**src/dodge_game_pkg.sv**
```systemverilog
// Game geometry and constants; debounce and scroll periods are short for simulation only
`default_nettype none

package dodge_game_pkg;

	//##########################################################
	// Matrix geometry
	//##########################################################

	// Columns in one player lane
	localparam int LANE_WIDTH = 4;
	// Matrix rows, one MAX7219 digit each
	localparam int ROWS = 8;

	// One lane row or one marker position
	typedef logic [LANE_WIDTH-1:0] lane_bits_t;
	// Lane 0 sits in the high nibble of a matrix row
	typedef logic [2*LANE_WIDTH-1:0] row_t;
	// Index 0 is the bottom row of the lane
	typedef lane_bits_t [ROWS-1:0] lane_rows_t;
	// All composed matrix rows
	typedef row_t [ROWS-1:0] frame_t;

	//##########################################################
	// Game constants
	//##########################################################

	// Marker position after every start
	localparam lane_bits_t MARKER_START = 4'b0010;
	// Stable cycles before a button level is accepted
	localparam int DEBOUNCE_CYCLES = 16;
	// Cycles between scroll steps while running
	localparam int SCROLL_PERIOD = 4096;

	// Obstacle generator state after reset and start
	localparam row_t LFSR_SEED = 8'hA5;
	// Taps 7 5 4 3 for x^8+x^6+x^5+x^4+1
	// Register shifts left and the tap parity enters bit 0
	localparam row_t LFSR_TAPS = 8'b1011_1000;

endpackage

`default_nettype wire

```
**src/max7219_pkg.sv**
```systemverilog
// MAX7219 register map and serial timing; SPI_HALF_PERIOD is far below a real board's minimum
`default_nettype none

package max7219_pkg;

	// Address in the high byte, data in the low byte
	typedef logic [15:0] word_t;

	// Digit registers 1 to 8 start here
	localparam logic [7:0] REG_DIGIT0 = 8'h01;

	// Control registers
	localparam logic [7:0] REG_DECODE     = 8'h09;
	localparam logic [7:0] REG_INTENSITY  = 8'h0A;
	localparam logic [7:0] REG_SCAN_LIMIT = 8'h0B;
	localparam logic [7:0] REG_SHUTDOWN   = 8'h0C;
	localparam logic [7:0] REG_TEST       = 8'h0F;

	// Brightness level for the intensity register
	localparam logic [3:0] INTENSITY_LEVEL = 4'hA;

	// clock_50 cycles per half period of the serial clock
	localparam int SPI_HALF_PERIOD = 2;

	// Words sent once before the first refresh pass
	localparam int INIT_WORDS = 5;

endpackage

`default_nettype wire

```
**src/matrix_word_if.sv**
```systemverilog
// Carries no clock; both ends must run on the same clock and hold valid until ready
`timescale 1ns/1ns
`default_nettype none

interface matrix_word_if;

	// Source holds valid and word until the accepting cycle
	logic valid;
	// Sink is free to take the next word
	logic ready;
	// Register address and data
	max7219_pkg::word_t word;
	// Final digit of a refresh pass
	logic last_row;

	// Frame scanner side
	modport source (
		output valid,
		output word,
		output last_row,
		input  ready
	);

	// Serial driver side
	modport sink (
		input  valid,
		input  word,
		input  last_row,
		output ready
	);

endinterface

`default_nettype wire

```
**src/button_debounce.sv**
```systemverilog
// Active-low pin; one press pulse per debounced falling edge, about DEBOUNCE_CYCLES+2 cycles late
`timescale 1ns/1ns
`default_nettype none

module button_debounce (
	input  logic clock_50,
	input  logic rst,
	input  logic button_n,
	output logic press
);

	localparam int CNT_W = $clog2(dodge_game_pkg::DEBOUNCE_CYCLES + 1);

	// Two-flop synchroniser, released level is high
	logic sync_1;
	logic sync_2;
	// Debounced level
	logic level;
	// Cycles the pin has differed from level
	logic [CNT_W-1:0] stable_cnt;

	always_ff @(posedge clock_50) begin
		if (rst) begin
			sync_1 <= 1'b1;
			sync_2 <= 1'b1;
		end else begin
			sync_1 <= button_n;
			sync_2 <= sync_1;
		end
	end

	//##########################################################
	// Stability counter and edge pulse
	//##########################################################

	always_ff @(posedge clock_50) begin
		if (rst) begin
			level      <= 1'b1;
			stable_cnt <= '0;
			press      <= 1'b0;
		end else begin
			press <= 1'b0;
			if (sync_2 == level) begin
				// A bounce back restarts the count
				stable_cnt <= '0;
			end else if (stable_cnt == CNT_W'(dodge_game_pkg::DEBOUNCE_CYCLES)) begin
				level      <= sync_2;
				stable_cnt <= '0;
				// Only a new low level is a press
				press      <= ~sync_2;
			end else begin
				stable_cnt <= stable_cnt + 1'b1;
			end
		end
	end

	// Each debounced press lasts exactly one cycle
	assert property (@(posedge clock_50) disable iff (rst) press |=> !press);

endmodule

`default_nettype wire

```
**src/game_control.sv**
```systemverilog
// Never returns to idle; a start in mid-game restarts the timer and reseeds the LFSR
`timescale 1ns/1ns
`default_nettype none

module game_control (
	input  logic clock_50,
	input  logic rst,
	input  logic start_press,
	output logic running,
	output logic restart,
	output logic tick,
	output dodge_game_pkg::row_t next_row
);

	localparam int TIMER_W = $clog2(dodge_game_pkg::SCROLL_PERIOD);

	// Scroll timer
	logic [TIMER_W-1:0] timer;
	// Obstacle generator
	dodge_game_pkg::row_t lfsr;

	// Idle until the first start, restart one cycle after every start
	always_ff @(posedge clock_50) begin
		if (rst) begin
			running <= 1'b0;
			restart <= 1'b0;
		end else begin
			restart <= start_press;
			if (start_press) begin
				running <= 1'b1;
			end
		end
	end

	//##########################################################
	// Scroll timer
	//##########################################################

	always_ff @(posedge clock_50) begin
		if (rst) begin
			timer <= '0;
			tick  <= 1'b0;
		end else begin
			tick <= 1'b0;
			if (restart) begin
				timer <= '0;
			end else if (running) begin
				if (timer == TIMER_W'(dodge_game_pkg::SCROLL_PERIOD - 1)) begin
					timer <= '0;
					tick  <= 1'b1;
				end else begin
					timer <= timer + 1'b1;
				end
			end
		end
	end

	// Steps on each tick; the lanes take the value before the step
	always_ff @(posedge clock_50) begin
		if (rst || restart) begin
			lfsr <= dodge_game_pkg::LFSR_SEED;
		end else if (tick) begin
			lfsr <= {lfsr[6:0], ^(lfsr & dodge_game_pkg::LFSR_TAPS)};
		end
	end

	assign next_row = lfsr;

	// All-zero state would lock up the generator
	assert property (@(posedge clock_50) disable iff (rst) lfsr != '0);

endmodule

`default_nettype wire

```
**src/lane_engine.sv**
```systemverilog
// One player lane; restart wins over a tick or a press in the same cycle
`timescale 1ns/1ns
`default_nettype none

module lane_engine (
	input  logic clock_50,
	input  logic rst,
	input  logic restart,
	input  logic tick,
	input  logic left_press,
	input  logic right_press,
	input  dodge_game_pkg::lane_bits_t new_row,
	output dodge_game_pkg::lane_rows_t rows,
	output dodge_game_pkg::lane_bits_t marker
);

	localparam int TOP = dodge_game_pkg::ROWS - 1;

	//##########################################################
	// Obstacle column
	//##########################################################

	always_ff @(posedge clock_50) begin
		if (rst || restart) begin
			rows <= '0;
		end else if (tick) begin
			// Every row drops by one, the new row enters at the top
			rows <= {new_row, rows[TOP:1]};
		end
	end

	//##########################################################
	// Player marker
	//##########################################################

	always_ff @(posedge clock_50) begin
		if (rst || restart) begin
			marker <= dodge_game_pkg::MARKER_START;
		end else if (left_press) begin
			// Left moves toward bit 3
			if (!marker[dodge_game_pkg::LANE_WIDTH-1]) begin
				marker <= marker << 1;
			end
		end else if (right_press) begin
			// Right moves toward bit 0
			if (!marker[0]) begin
				marker <= marker >> 1;
			end
		end
	end

	// Saturating shifts must never lose or duplicate the marker
	assert property (@(posedge clock_50) disable iff (rst) $onehot(marker));

endmodule

`default_nettype wire

```
**src/frame_scanner.sv**
```systemverilog
// Five config words once, then endless passes of digits 1 to 8; each pass samples the frame once
`timescale 1ns/1ns
`default_nettype none

module frame_scanner (
	input  logic clock_50,
	input  logic rst,
	input  logic running,
	input  dodge_game_pkg::lane_rows_t lane0_rows,
	input  dodge_game_pkg::lane_rows_t lane1_rows,
	input  dodge_game_pkg::lane_bits_t lane0_marker,
	input  dodge_game_pkg::lane_bits_t lane1_marker,
	matrix_word_if.source words
);

	localparam int IDX_W = $clog2(dodge_game_pkg::ROWS);

	// Live frame and the copy held for one pass
	dodge_game_pkg::frame_t frame_now;
	dodge_game_pkg::frame_t frame_q;
	// Still sending configuration words
	logic in_init;
	// Config word index, then digit index
	logic [IDX_W-1:0] idx;
	max7219_pkg::word_t init_word;
	dodge_game_pkg::row_t row_data;

	//##########################################################
	// Frame composition
	//##########################################################

	always_comb begin
		for (int r = 0; r < dodge_game_pkg::ROWS; r++) begin
			frame_now[r] = {lane0_rows[r], lane1_rows[r]};
		end
		// Markers show on the bottom row only in a game
		if (running) begin
			frame_now[0] = frame_now[0] | {lane0_marker, lane1_marker};
		end
	end

	// Configuration order: decode, intensity, scan limit, shutdown, test
	always_comb begin
		case (idx)
			3'd0: init_word = {max7219_pkg::REG_DECODE, 8'h00};
			3'd1: init_word = {max7219_pkg::REG_INTENSITY, 4'h0, max7219_pkg::INTENSITY_LEVEL};
			3'd2: init_word = {max7219_pkg::REG_SCAN_LIMIT, 8'(dodge_game_pkg::ROWS - 1)};
			3'd3: init_word = {max7219_pkg::REG_SHUTDOWN, 8'h01};
			default: init_word = {max7219_pkg::REG_TEST, 8'h00};
		endcase
	end

	// First digit of a pass reads the live frame
	assign row_data = (idx == '0) ? frame_now[0] : frame_q[idx];

	//##########################################################
	// Word sequencer
	//##########################################################

	always_ff @(posedge clock_50) begin
		if (rst) begin
			words.valid <= 1'b0;
			in_init     <= 1'b1;
			idx         <= '0;
		end else if (!words.valid) begin
			words.valid <= 1'b1;
		end else if (words.ready) begin
			words.valid <= 1'b0;
			if (in_init && idx == IDX_W'(max7219_pkg::INIT_WORDS - 1)) begin
				in_init <= 1'b0;
				idx     <= '0;
			end else begin
				// Digit index wraps after digit 8
				idx <= idx + 1'b1;
			end
		end
	end

	// Payload loads in the cycle valid rises
	always_ff @(posedge clock_50) begin
		if (!words.valid) begin
			words.last_row <= !in_init && idx == IDX_W'(dodge_game_pkg::ROWS - 1);
			if (in_init) begin
				words.word <= init_word;
			end else begin
				words.word <= {max7219_pkg::REG_DIGIT0 + 8'(idx), row_data};
				if (idx == '0) begin
					frame_q <= frame_now;
				end
			end
		end
	end

	// Offered word holds until the serializer takes it
	assert property (@(posedge clock_50) disable iff (rst)
		words.valid && !words.ready |=> words.valid && $stable(words.word));

endmodule

`default_nettype wire

```
**src/max7219_serializer.sv**
```systemverilog
// MSB first; ncs stays high one serial period after each word and two after a pass
`timescale 1ns/1ns
`default_nettype none

module max7219_serializer (
	input  logic clock_50,
	input  logic rst,
	matrix_word_if.sink words,
	output logic max7219_din,
	output logic max7219_ncs,
	output logic max7219_clk
);

	localparam int DIV_W  = $clog2(max7219_pkg::SPI_HALF_PERIOD) + 1;
	localparam int GAP_W  = $clog2(4 * max7219_pkg::SPI_HALF_PERIOD) + 1;
	localparam int WORD_W = $bits(max7219_pkg::word_t);
	localparam int BIT_W  = $clog2(WORD_W);

	typedef enum logic [1:0] {st_idle, st_shift, st_gap} state_t;

	state_t state;
	// Half-period divider
	logic [DIV_W-1:0] div;
	logic half_done;
	// Bits already sent
	logic [BIT_W-1:0] bit_cnt;
	// Cycles of ncs high
	logic [GAP_W-1:0] gap_cnt;
	logic [GAP_W-1:0] gap_end;
	// Word closed a refresh pass
	logic gap_long;
	max7219_pkg::word_t shreg;

	assign half_done   = (div == DIV_W'(max7219_pkg::SPI_HALF_PERIOD - 1));
	assign gap_end     = gap_long ? GAP_W'(4 * max7219_pkg::SPI_HALF_PERIOD - 1)
	                              : GAP_W'(2 * max7219_pkg::SPI_HALF_PERIOD - 1);
	// Bit on the pin changes only on a falling serial edge
	assign max7219_din = shreg[WORD_W-1];

	always_ff @(posedge clock_50) begin
		if (rst) begin
			state       <= st_idle;
			words.ready <= 1'b1;
			max7219_ncs <= 1'b1;
			max7219_clk <= 1'b0;
			shreg       <= '0;
			div         <= '0;
			bit_cnt     <= '0;
			gap_cnt     <= '0;
			gap_long    <= 1'b0;
		end else begin
			case (state)
				st_idle: begin
					if (words.valid && words.ready) begin
						words.ready <= 1'b0;
						shreg       <= words.word;
						gap_long    <= words.last_row;
						max7219_ncs <= 1'b0;
						div         <= '0;
						bit_cnt     <= '0;
						state       <= st_shift;
					end
				end
				st_shift: begin
					if (!half_done) begin
						div <= div + 1'b1;
					end else begin
						div <= '0;
						if (!max7219_clk) begin
							max7219_clk <= 1'b1;
						end else begin
							max7219_clk <= 1'b0;
							if (bit_cnt == BIT_W'(WORD_W - 1)) begin
								// Rising ncs latches the word in the chip
								max7219_ncs <= 1'b1;
								gap_cnt     <= '0;
								state       <= st_gap;
							end else begin
								bit_cnt <= bit_cnt + 1'b1;
								shreg   <= shreg << 1;
							end
						end
					end
				end
				st_gap: begin
					if (gap_cnt == gap_end) begin
						words.ready <= 1'b1;
						state       <= st_idle;
					end else begin
						gap_cnt <= gap_cnt + 1'b1;
					end
				end
				default: state <= st_idle;
			endcase
		end
	end

	// A new word is never taken while the chip is selected
	assert property (@(posedge clock_50) disable iff (rst) words.ready |-> max7219_ncs);

endmodule

`default_nettype wire

```
**src/dodge_game_top.sv**
```systemverilog
// Buttons are active low with no on-chip pull-ups; rst must be synchronous to clock_50
`timescale 1ns/1ns
`default_nettype none

module dodge_game_top (
	input  logic clock_50,
	input  logic rst,
	input  logic start_n,
	input  logic [1:0] left_n,
	input  logic [1:0] right_n,
	output logic max7219_din,
	output logic max7219_ncs,
	output logic max7219_clk
);

	// Bit 0 start, bits 1..2 left of each player, bits 3..4 right of each player
	logic [4:0] buttons_n;
	logic [4:0] presses;

	logic running;
	logic restart;
	logic tick;
	dodge_game_pkg::row_t next_row;

	dodge_game_pkg::lane_rows_t lane0_rows;
	dodge_game_pkg::lane_rows_t lane1_rows;
	dodge_game_pkg::lane_bits_t lane0_marker;
	dodge_game_pkg::lane_bits_t lane1_marker;

	// Scanner to serializer word stream
	matrix_word_if words ();

	assign buttons_n = {right_n, left_n, start_n};

	//##########################################################
	// Inputs
	//##########################################################

	generate
		for (genvar i = 0; i < 5; i++) begin : g_button
			button_debounce u_debounce (
				.clock_50 (clock_50),
				.rst      (rst),
				.button_n (buttons_n[i]),
				.press    (presses[i])
			);
		end
	endgenerate

	game_control u_game_control (
		.clock_50    (clock_50),
		.rst         (rst),
		.start_press (presses[0]),
		.running     (running),
		.restart     (restart),
		.tick        (tick),
		.next_row    (next_row)
	);

	//##########################################################
	// Lanes
	//##########################################################

	// Player 0 gets the high nibble of each new row
	lane_engine u_lane0 (
		.clock_50    (clock_50),
		.rst         (rst),
		.restart     (restart),
		.tick        (tick),
		.left_press  (presses[1]),
		.right_press (presses[3]),
		.new_row     (next_row[7:4]),
		.rows        (lane0_rows),
		.marker      (lane0_marker)
	);

	lane_engine u_lane1 (
		.clock_50    (clock_50),
		.rst         (rst),
		.restart     (restart),
		.tick        (tick),
		.left_press  (presses[2]),
		.right_press (presses[4]),
		.new_row     (next_row[3:0]),
		.rows        (lane1_rows),
		.marker      (lane1_marker)
	);

	//##########################################################
	// Display path
	//##########################################################

	frame_scanner u_frame_scanner (
		.clock_50     (clock_50),
		.rst          (rst),
		.running      (running),
		.lane0_rows   (lane0_rows),
		.lane1_rows   (lane1_rows),
		.lane0_marker (lane0_marker),
		.lane1_marker (lane1_marker),
		.words        (words.source)
	);

	max7219_serializer u_serializer (
		.clock_50    (clock_50),
		.rst         (rst),
		.words       (words.sink),
		.max7219_din (max7219_din),
		.max7219_ncs (max7219_ncs),
		.max7219_clk (max7219_clk)
	);

endmodule

`default_nettype wire

```
**config.mk**
```make
export PLATFORM = sky130hd
export DESIGN_NAME = dodge_game_top
export DESIGN_NICKNAME = d
export VERILOG_FILES = /design/src/dodge_game_pkg.sv /design/src/max7219_pkg.sv /design/src/matrix_word_if.sv /design/src/button_debounce.sv /design/src/game_control.sv /design/src/lane_engine.sv /design/src/frame_scanner.sv /design/src/max7219_serializer.sv /design/src/dodge_game_top.sv
export SDC_FILE = /design/constraint.sdc
export NUM_CORES = 1
export LEC_CHECK = 0
export ABC_AREA = 1
export BUFFER_PORTS_ARGS = -buffer_cell sky130_fd_sc_hd__buf_2
export CAP_MARGIN = 10
export CORE_MARGIN = 8
export CORE_UTILIZATION = 50
export DETAILED_ROUTE_END_ITERATION = 7
export GPL_TIMING_DRIVEN = 0
export HOLD_SLACK_MARGIN = 0.08
export PLACE_DENSITY_LB_ADDON = 0.15
export SYNTH_ARGS = -nofsm -noshare
export SYNTH_HDL_FRONTEND = slang
export SYNTH_SLANG_ARGS = --single-unit
```
**constraint.sdc**
```tcl
create_clock -name clock_50 -period 13.4 [get_ports clock_50]
set_input_delay 2.68 -clock clock_50 [delete_from_list [all_inputs] [get_ports clock_50]]
set_output_delay 2.68 -clock clock_50 [all_outputs]
set_load 0.01 [all_outputs]
```
==> results.yml <==
outcome:
  status: "finished clean"
worst_setup_path:
  critical_path_required_ps: 10720
  end_kind: "output port"
  reg2reg_slack_ps: 10630
  cpLargestDelayFamily: "flip-flops"
  ff2ff_path_depth: 10
  critPathBufInv: 1
  cpMaxStageDelayCell: "dfxtp_1"
  cp_max_fo: 4
  crit_chain: "buf_2"
  cp.arrival_ps: 960
  r2r-start: "u_frame_scanner.idx[1]"
  regToRegEndpoint: "u_frame_scanner.frame_q[31]"
  path_class: "register to output port"
  critPathLaunchType: "register"
  max_stage_delay_ps: 380
run:
  drv_cap: 0
clock_network:
  cts_tree: "done"
  clkTransAtPathRegs_ps: 70
  root_buffer: "clkbuf_16"
  cts_setup_buffers: 0
  clock_latency_ps: 430
  clockBufferDepth: 2
  cts_sinks: 198
  cts_resized: 0
  holdBufCountCts: 0
  htree_levels: 4
  cts_buffers: 17
logic_synthesis:
  postSynthCellCount: 1009
  synth_top_area_cell: "dfxtp_1"
  synth_top_cell_area_share_pct: 34.7
  synth_ff_type: "dfxtp_1"
  synth.distinct_cells: 41
  synth_nets: 1035
  synth.avg_cell_area_um2: 8.29
  async_flop_share_pct: 0
  ys_top_cells_by_area: "dfxtp_1 (35%), edfxtp_1 (19%), nand2_1 (13%)"
  yosys_warnings: 0
  synth-edff-count: 53
  ys_seq_elements: 198
  seq_area_frac_synth_pct: 53.7
  synth_area_mm2: 0.00837
routing:
  drt-total-wl_mm: 16.6
  ant_nets: 0
  drtIter0Drc: 464
  via_count: 6398
  wire_per_inst_um: 13.0
  drc: 0
  dr.pass1.iters: 5
  via_per_inst: 5.02
placement:
  gp_congestion: 0.863
  port_buffers: 9
  dpl.hpwl_mm: 11.8
  dpl_worst_slack_ps: 9410
  place_area_mm2: 0.00873
power_and_ir_drop:
  p_comb_share_pct: 7.8
  swShare_pct: 24.5
  seq_power_share_pct: 52.1
  peakVddDrop_mv: 0.0908
  powerDensity_mw_per_mm2: 131
  internal-power_uw: 916
  leakage_uw: 0.00373
  p_switching_uw: 297
  clockPowerShare_pct: 40.1
floorplanning:
  fp.coreArea_mm2: 0.0165
  ios: 10
  die_x_um: 145
  die_h_um: 145
  die_area_mm2: 0.0211
  rows: 47
  initial_core_util_pct: 50.8
sta:
  setup_viol: 0
  slew_headroom_pct: 56.1
  fin_ws_ps: 9760
  fin_skew_ps: 12.0
  period_share_pct: 27.1
  finalCriticalPeriod_ps: 3640
  slew_violations: 0
  hold_viol: 0
  setup_tns_ps: 0
  max_freq_mhz: 275
  rsz0062_at_grt: "false"
  tightest_slew_ps: 659
global_routing:
  grt_pass1_vias: 5948
  grt_pass1_wl_mm: 28.5
  grt_max_degree: 18
  antenna_found_initial: 0
  gr-total-overflow: 0
  grt_use_total_pct: 16.2
layout:
  drive_above_1_share_pct: 10.2
  final_design_area_no_fill_mm2: 0.00929
  final_util_pct: 56.4
  fin_nets: 1067
  nFillCells: 1495
  areaGrowthSynthToFinish_pct: 11.0
  num_antenna_cells: 0
hold_path:
  hold_class: "register to register"
  hold_depth: 1
  hp-start: "g_button[4].u_debounce.sync_1"
  min_to: "g_button[4].u_debounce.sync_2"
## per-layer routing
layer	GRT usage, %	up-vias	share of wire [%]
met5	0	-	0
met4	5.26	0	1.3
met3	3.76	20	3.9
met2	26.1	107	46
met1	21.2	2941	49
li1	-	3330	-
## how the worst max path moves through the flow
stage                                   from                          end  cells past startpoint
floorplan             u_frame_scanner.idx[1]   u_frame_scanner.frame_q[0]                      8
global placement      u_frame_scanner.idx[1]  u_frame_scanner.frame_q[55]                      8
detailed placement                       rst             u_lane1.rows[17]                      6
CTS                 u_serializer.max7219_clk                  max7219_clk                      1
global route                             rst             u_lane1.rows[17]                      6
finish              u_serializer.max7219_clk                  max7219_clk                      1
## state kept, by name, indices dropped and copies added, names as in the netlist, 4 cells and up
| name | cells |
|---|---|
| u_lane1.marker | 4 |
| u_serializer.bit_cnt | 4 |
| g_button.u_debounce.sync_1 | 5 |
| g_button.u_debounce.press | 5 |
| u_frame_scanner.frame_q | 40 |
| u_lane1.rows | 8 |
| u_lane0.marker | 4 |
| g_button.u_debounce.sync_2 | 5 |
| u_game_control.next_row | 8 |
| u_lane0.rows | 24 |
| u_serializer.shreg | 16 |
| u_frame_scanner.words.word | 12 |
| u_serializer.gap_cnt | 4 |
| u_game_control.timer | 12 |
| g_button.u_debounce.stable_cnt | 25 |
| g_button.u_debounce.level | 5 |
## area by class of cell
| type | count | area [um^2] | share of cell area [%] |
|---|---|---|---|
| Tap cell | 220 | 275 | 2.96 |
| Multi-Input combinational cell | 684 | 3360 | 36.1 |
| Inverter | 88 | 330 | 3.56 |
| Clock inverter | 13 | 123 | 1.32 |
| Clock buffer | 19 | 433 | 4.66 |
| Buffer | 39 | 191 | 2.06 |
| Sequential cell | 198 | 4490 | 48.4 |
| Timing Repair Buffer | 13 | 86.3 | 0.929 |
## cell families (layout without fill, tap and decap cells)
| logic type | after synthesis | count (layout) | share of synthesized area, % |
|---|---|---|---|
| AND/OR/NAND/NOR | 522 | 522 | 26.6 |
| flip-flops | 198 | 198 | 53.7 |
| buffers and inverters | 127 | 172 | 6.23 |
| AO/OA/AOI/OAI | 119 | 119 | 8.07 |
| XOR/XNOR | 24 | 24 | 2.51 |
| adder cells (fa/ha/maj) | 19 | 19 | 2.84 |
## stage by stage
stage	power (uW)	std cells	hold slack, ps
6_report	1210	1274	414
5_1_grt	1260	1274	433
4_1_cts	1220	1274	419
3_5_place_dp	740	1242	402
3_3_place_gp	740	1238	396
2_1_floorplan	716	1009	389
## cell usage in the layout (no fill, tap or decap), types with 2 or more instances in the layout
cell	instances
clkinvlp_4	4
nor3_1	6
nor2_1	87
nand2_4	2
a22oi_1	2
buf_1	3
a21o_1	3
clkinv_2	2
xnor2_1	6
o31ai_1	2
nand4_1	9
inv_6	3
inv_2	3
a21oi_2	10
o21ai_0	27
clkbuf_1	17
buf_4	2
xor2_1	18
buf_2	27
ha_1	19
inv_8	2
clkinv_1	2
nand2_1	295
dfxtp_1	145
nor2_4	2
a31oi_1	6
inv_1	84
a21oi_1	62
o211ai_1	3
nor2_2	2
nand2_2	12
buf_6	4
edfxtp_1	53
clkbuf_16	17
nand3_1	87
or3_1	4
or2_2	11
## cell usage after synthesis, types with 2 or more instances
cell type and instances:
nand2_1 295, dfxtp_1 145, nand3_1 87, nor2_1 87
inv_1 84, a21oi_1 62, edfxtp_1 53, o21ai_0 27
ha_1 19, buf_2 18, xor2_1 18, clkbuf_1 15
nand2_2 12, or2_2 11, a21oi_2 10, nand4_1 9
nor3_1 7, a31oi_1 6, xnor2_1 6, or3_1 4
a21o_1 3, buf_1 3, inv_2 3, o211ai_1 3
a22oi_1 2, nand2_4 2, nor2_2 2, nor2_4 2
o31ai_1 2
## power groups by stage
| stage | Combinational [uW] | Clock, uW | Sequential (uW) |
|---|---|---|---|
| after floorplan | 71.9 | 0 | 644 |
| after global placement | 94.0 | 0 | 646 |
| after detailed placement | 94.2 | 0 | 646 |
| after CTS | 95.0 | 498 | 632 |
| after global routing | 107 | 521 | 633 |
| final | 94.5 | 486 | 632 |
(Power assumes the default switching activity.)
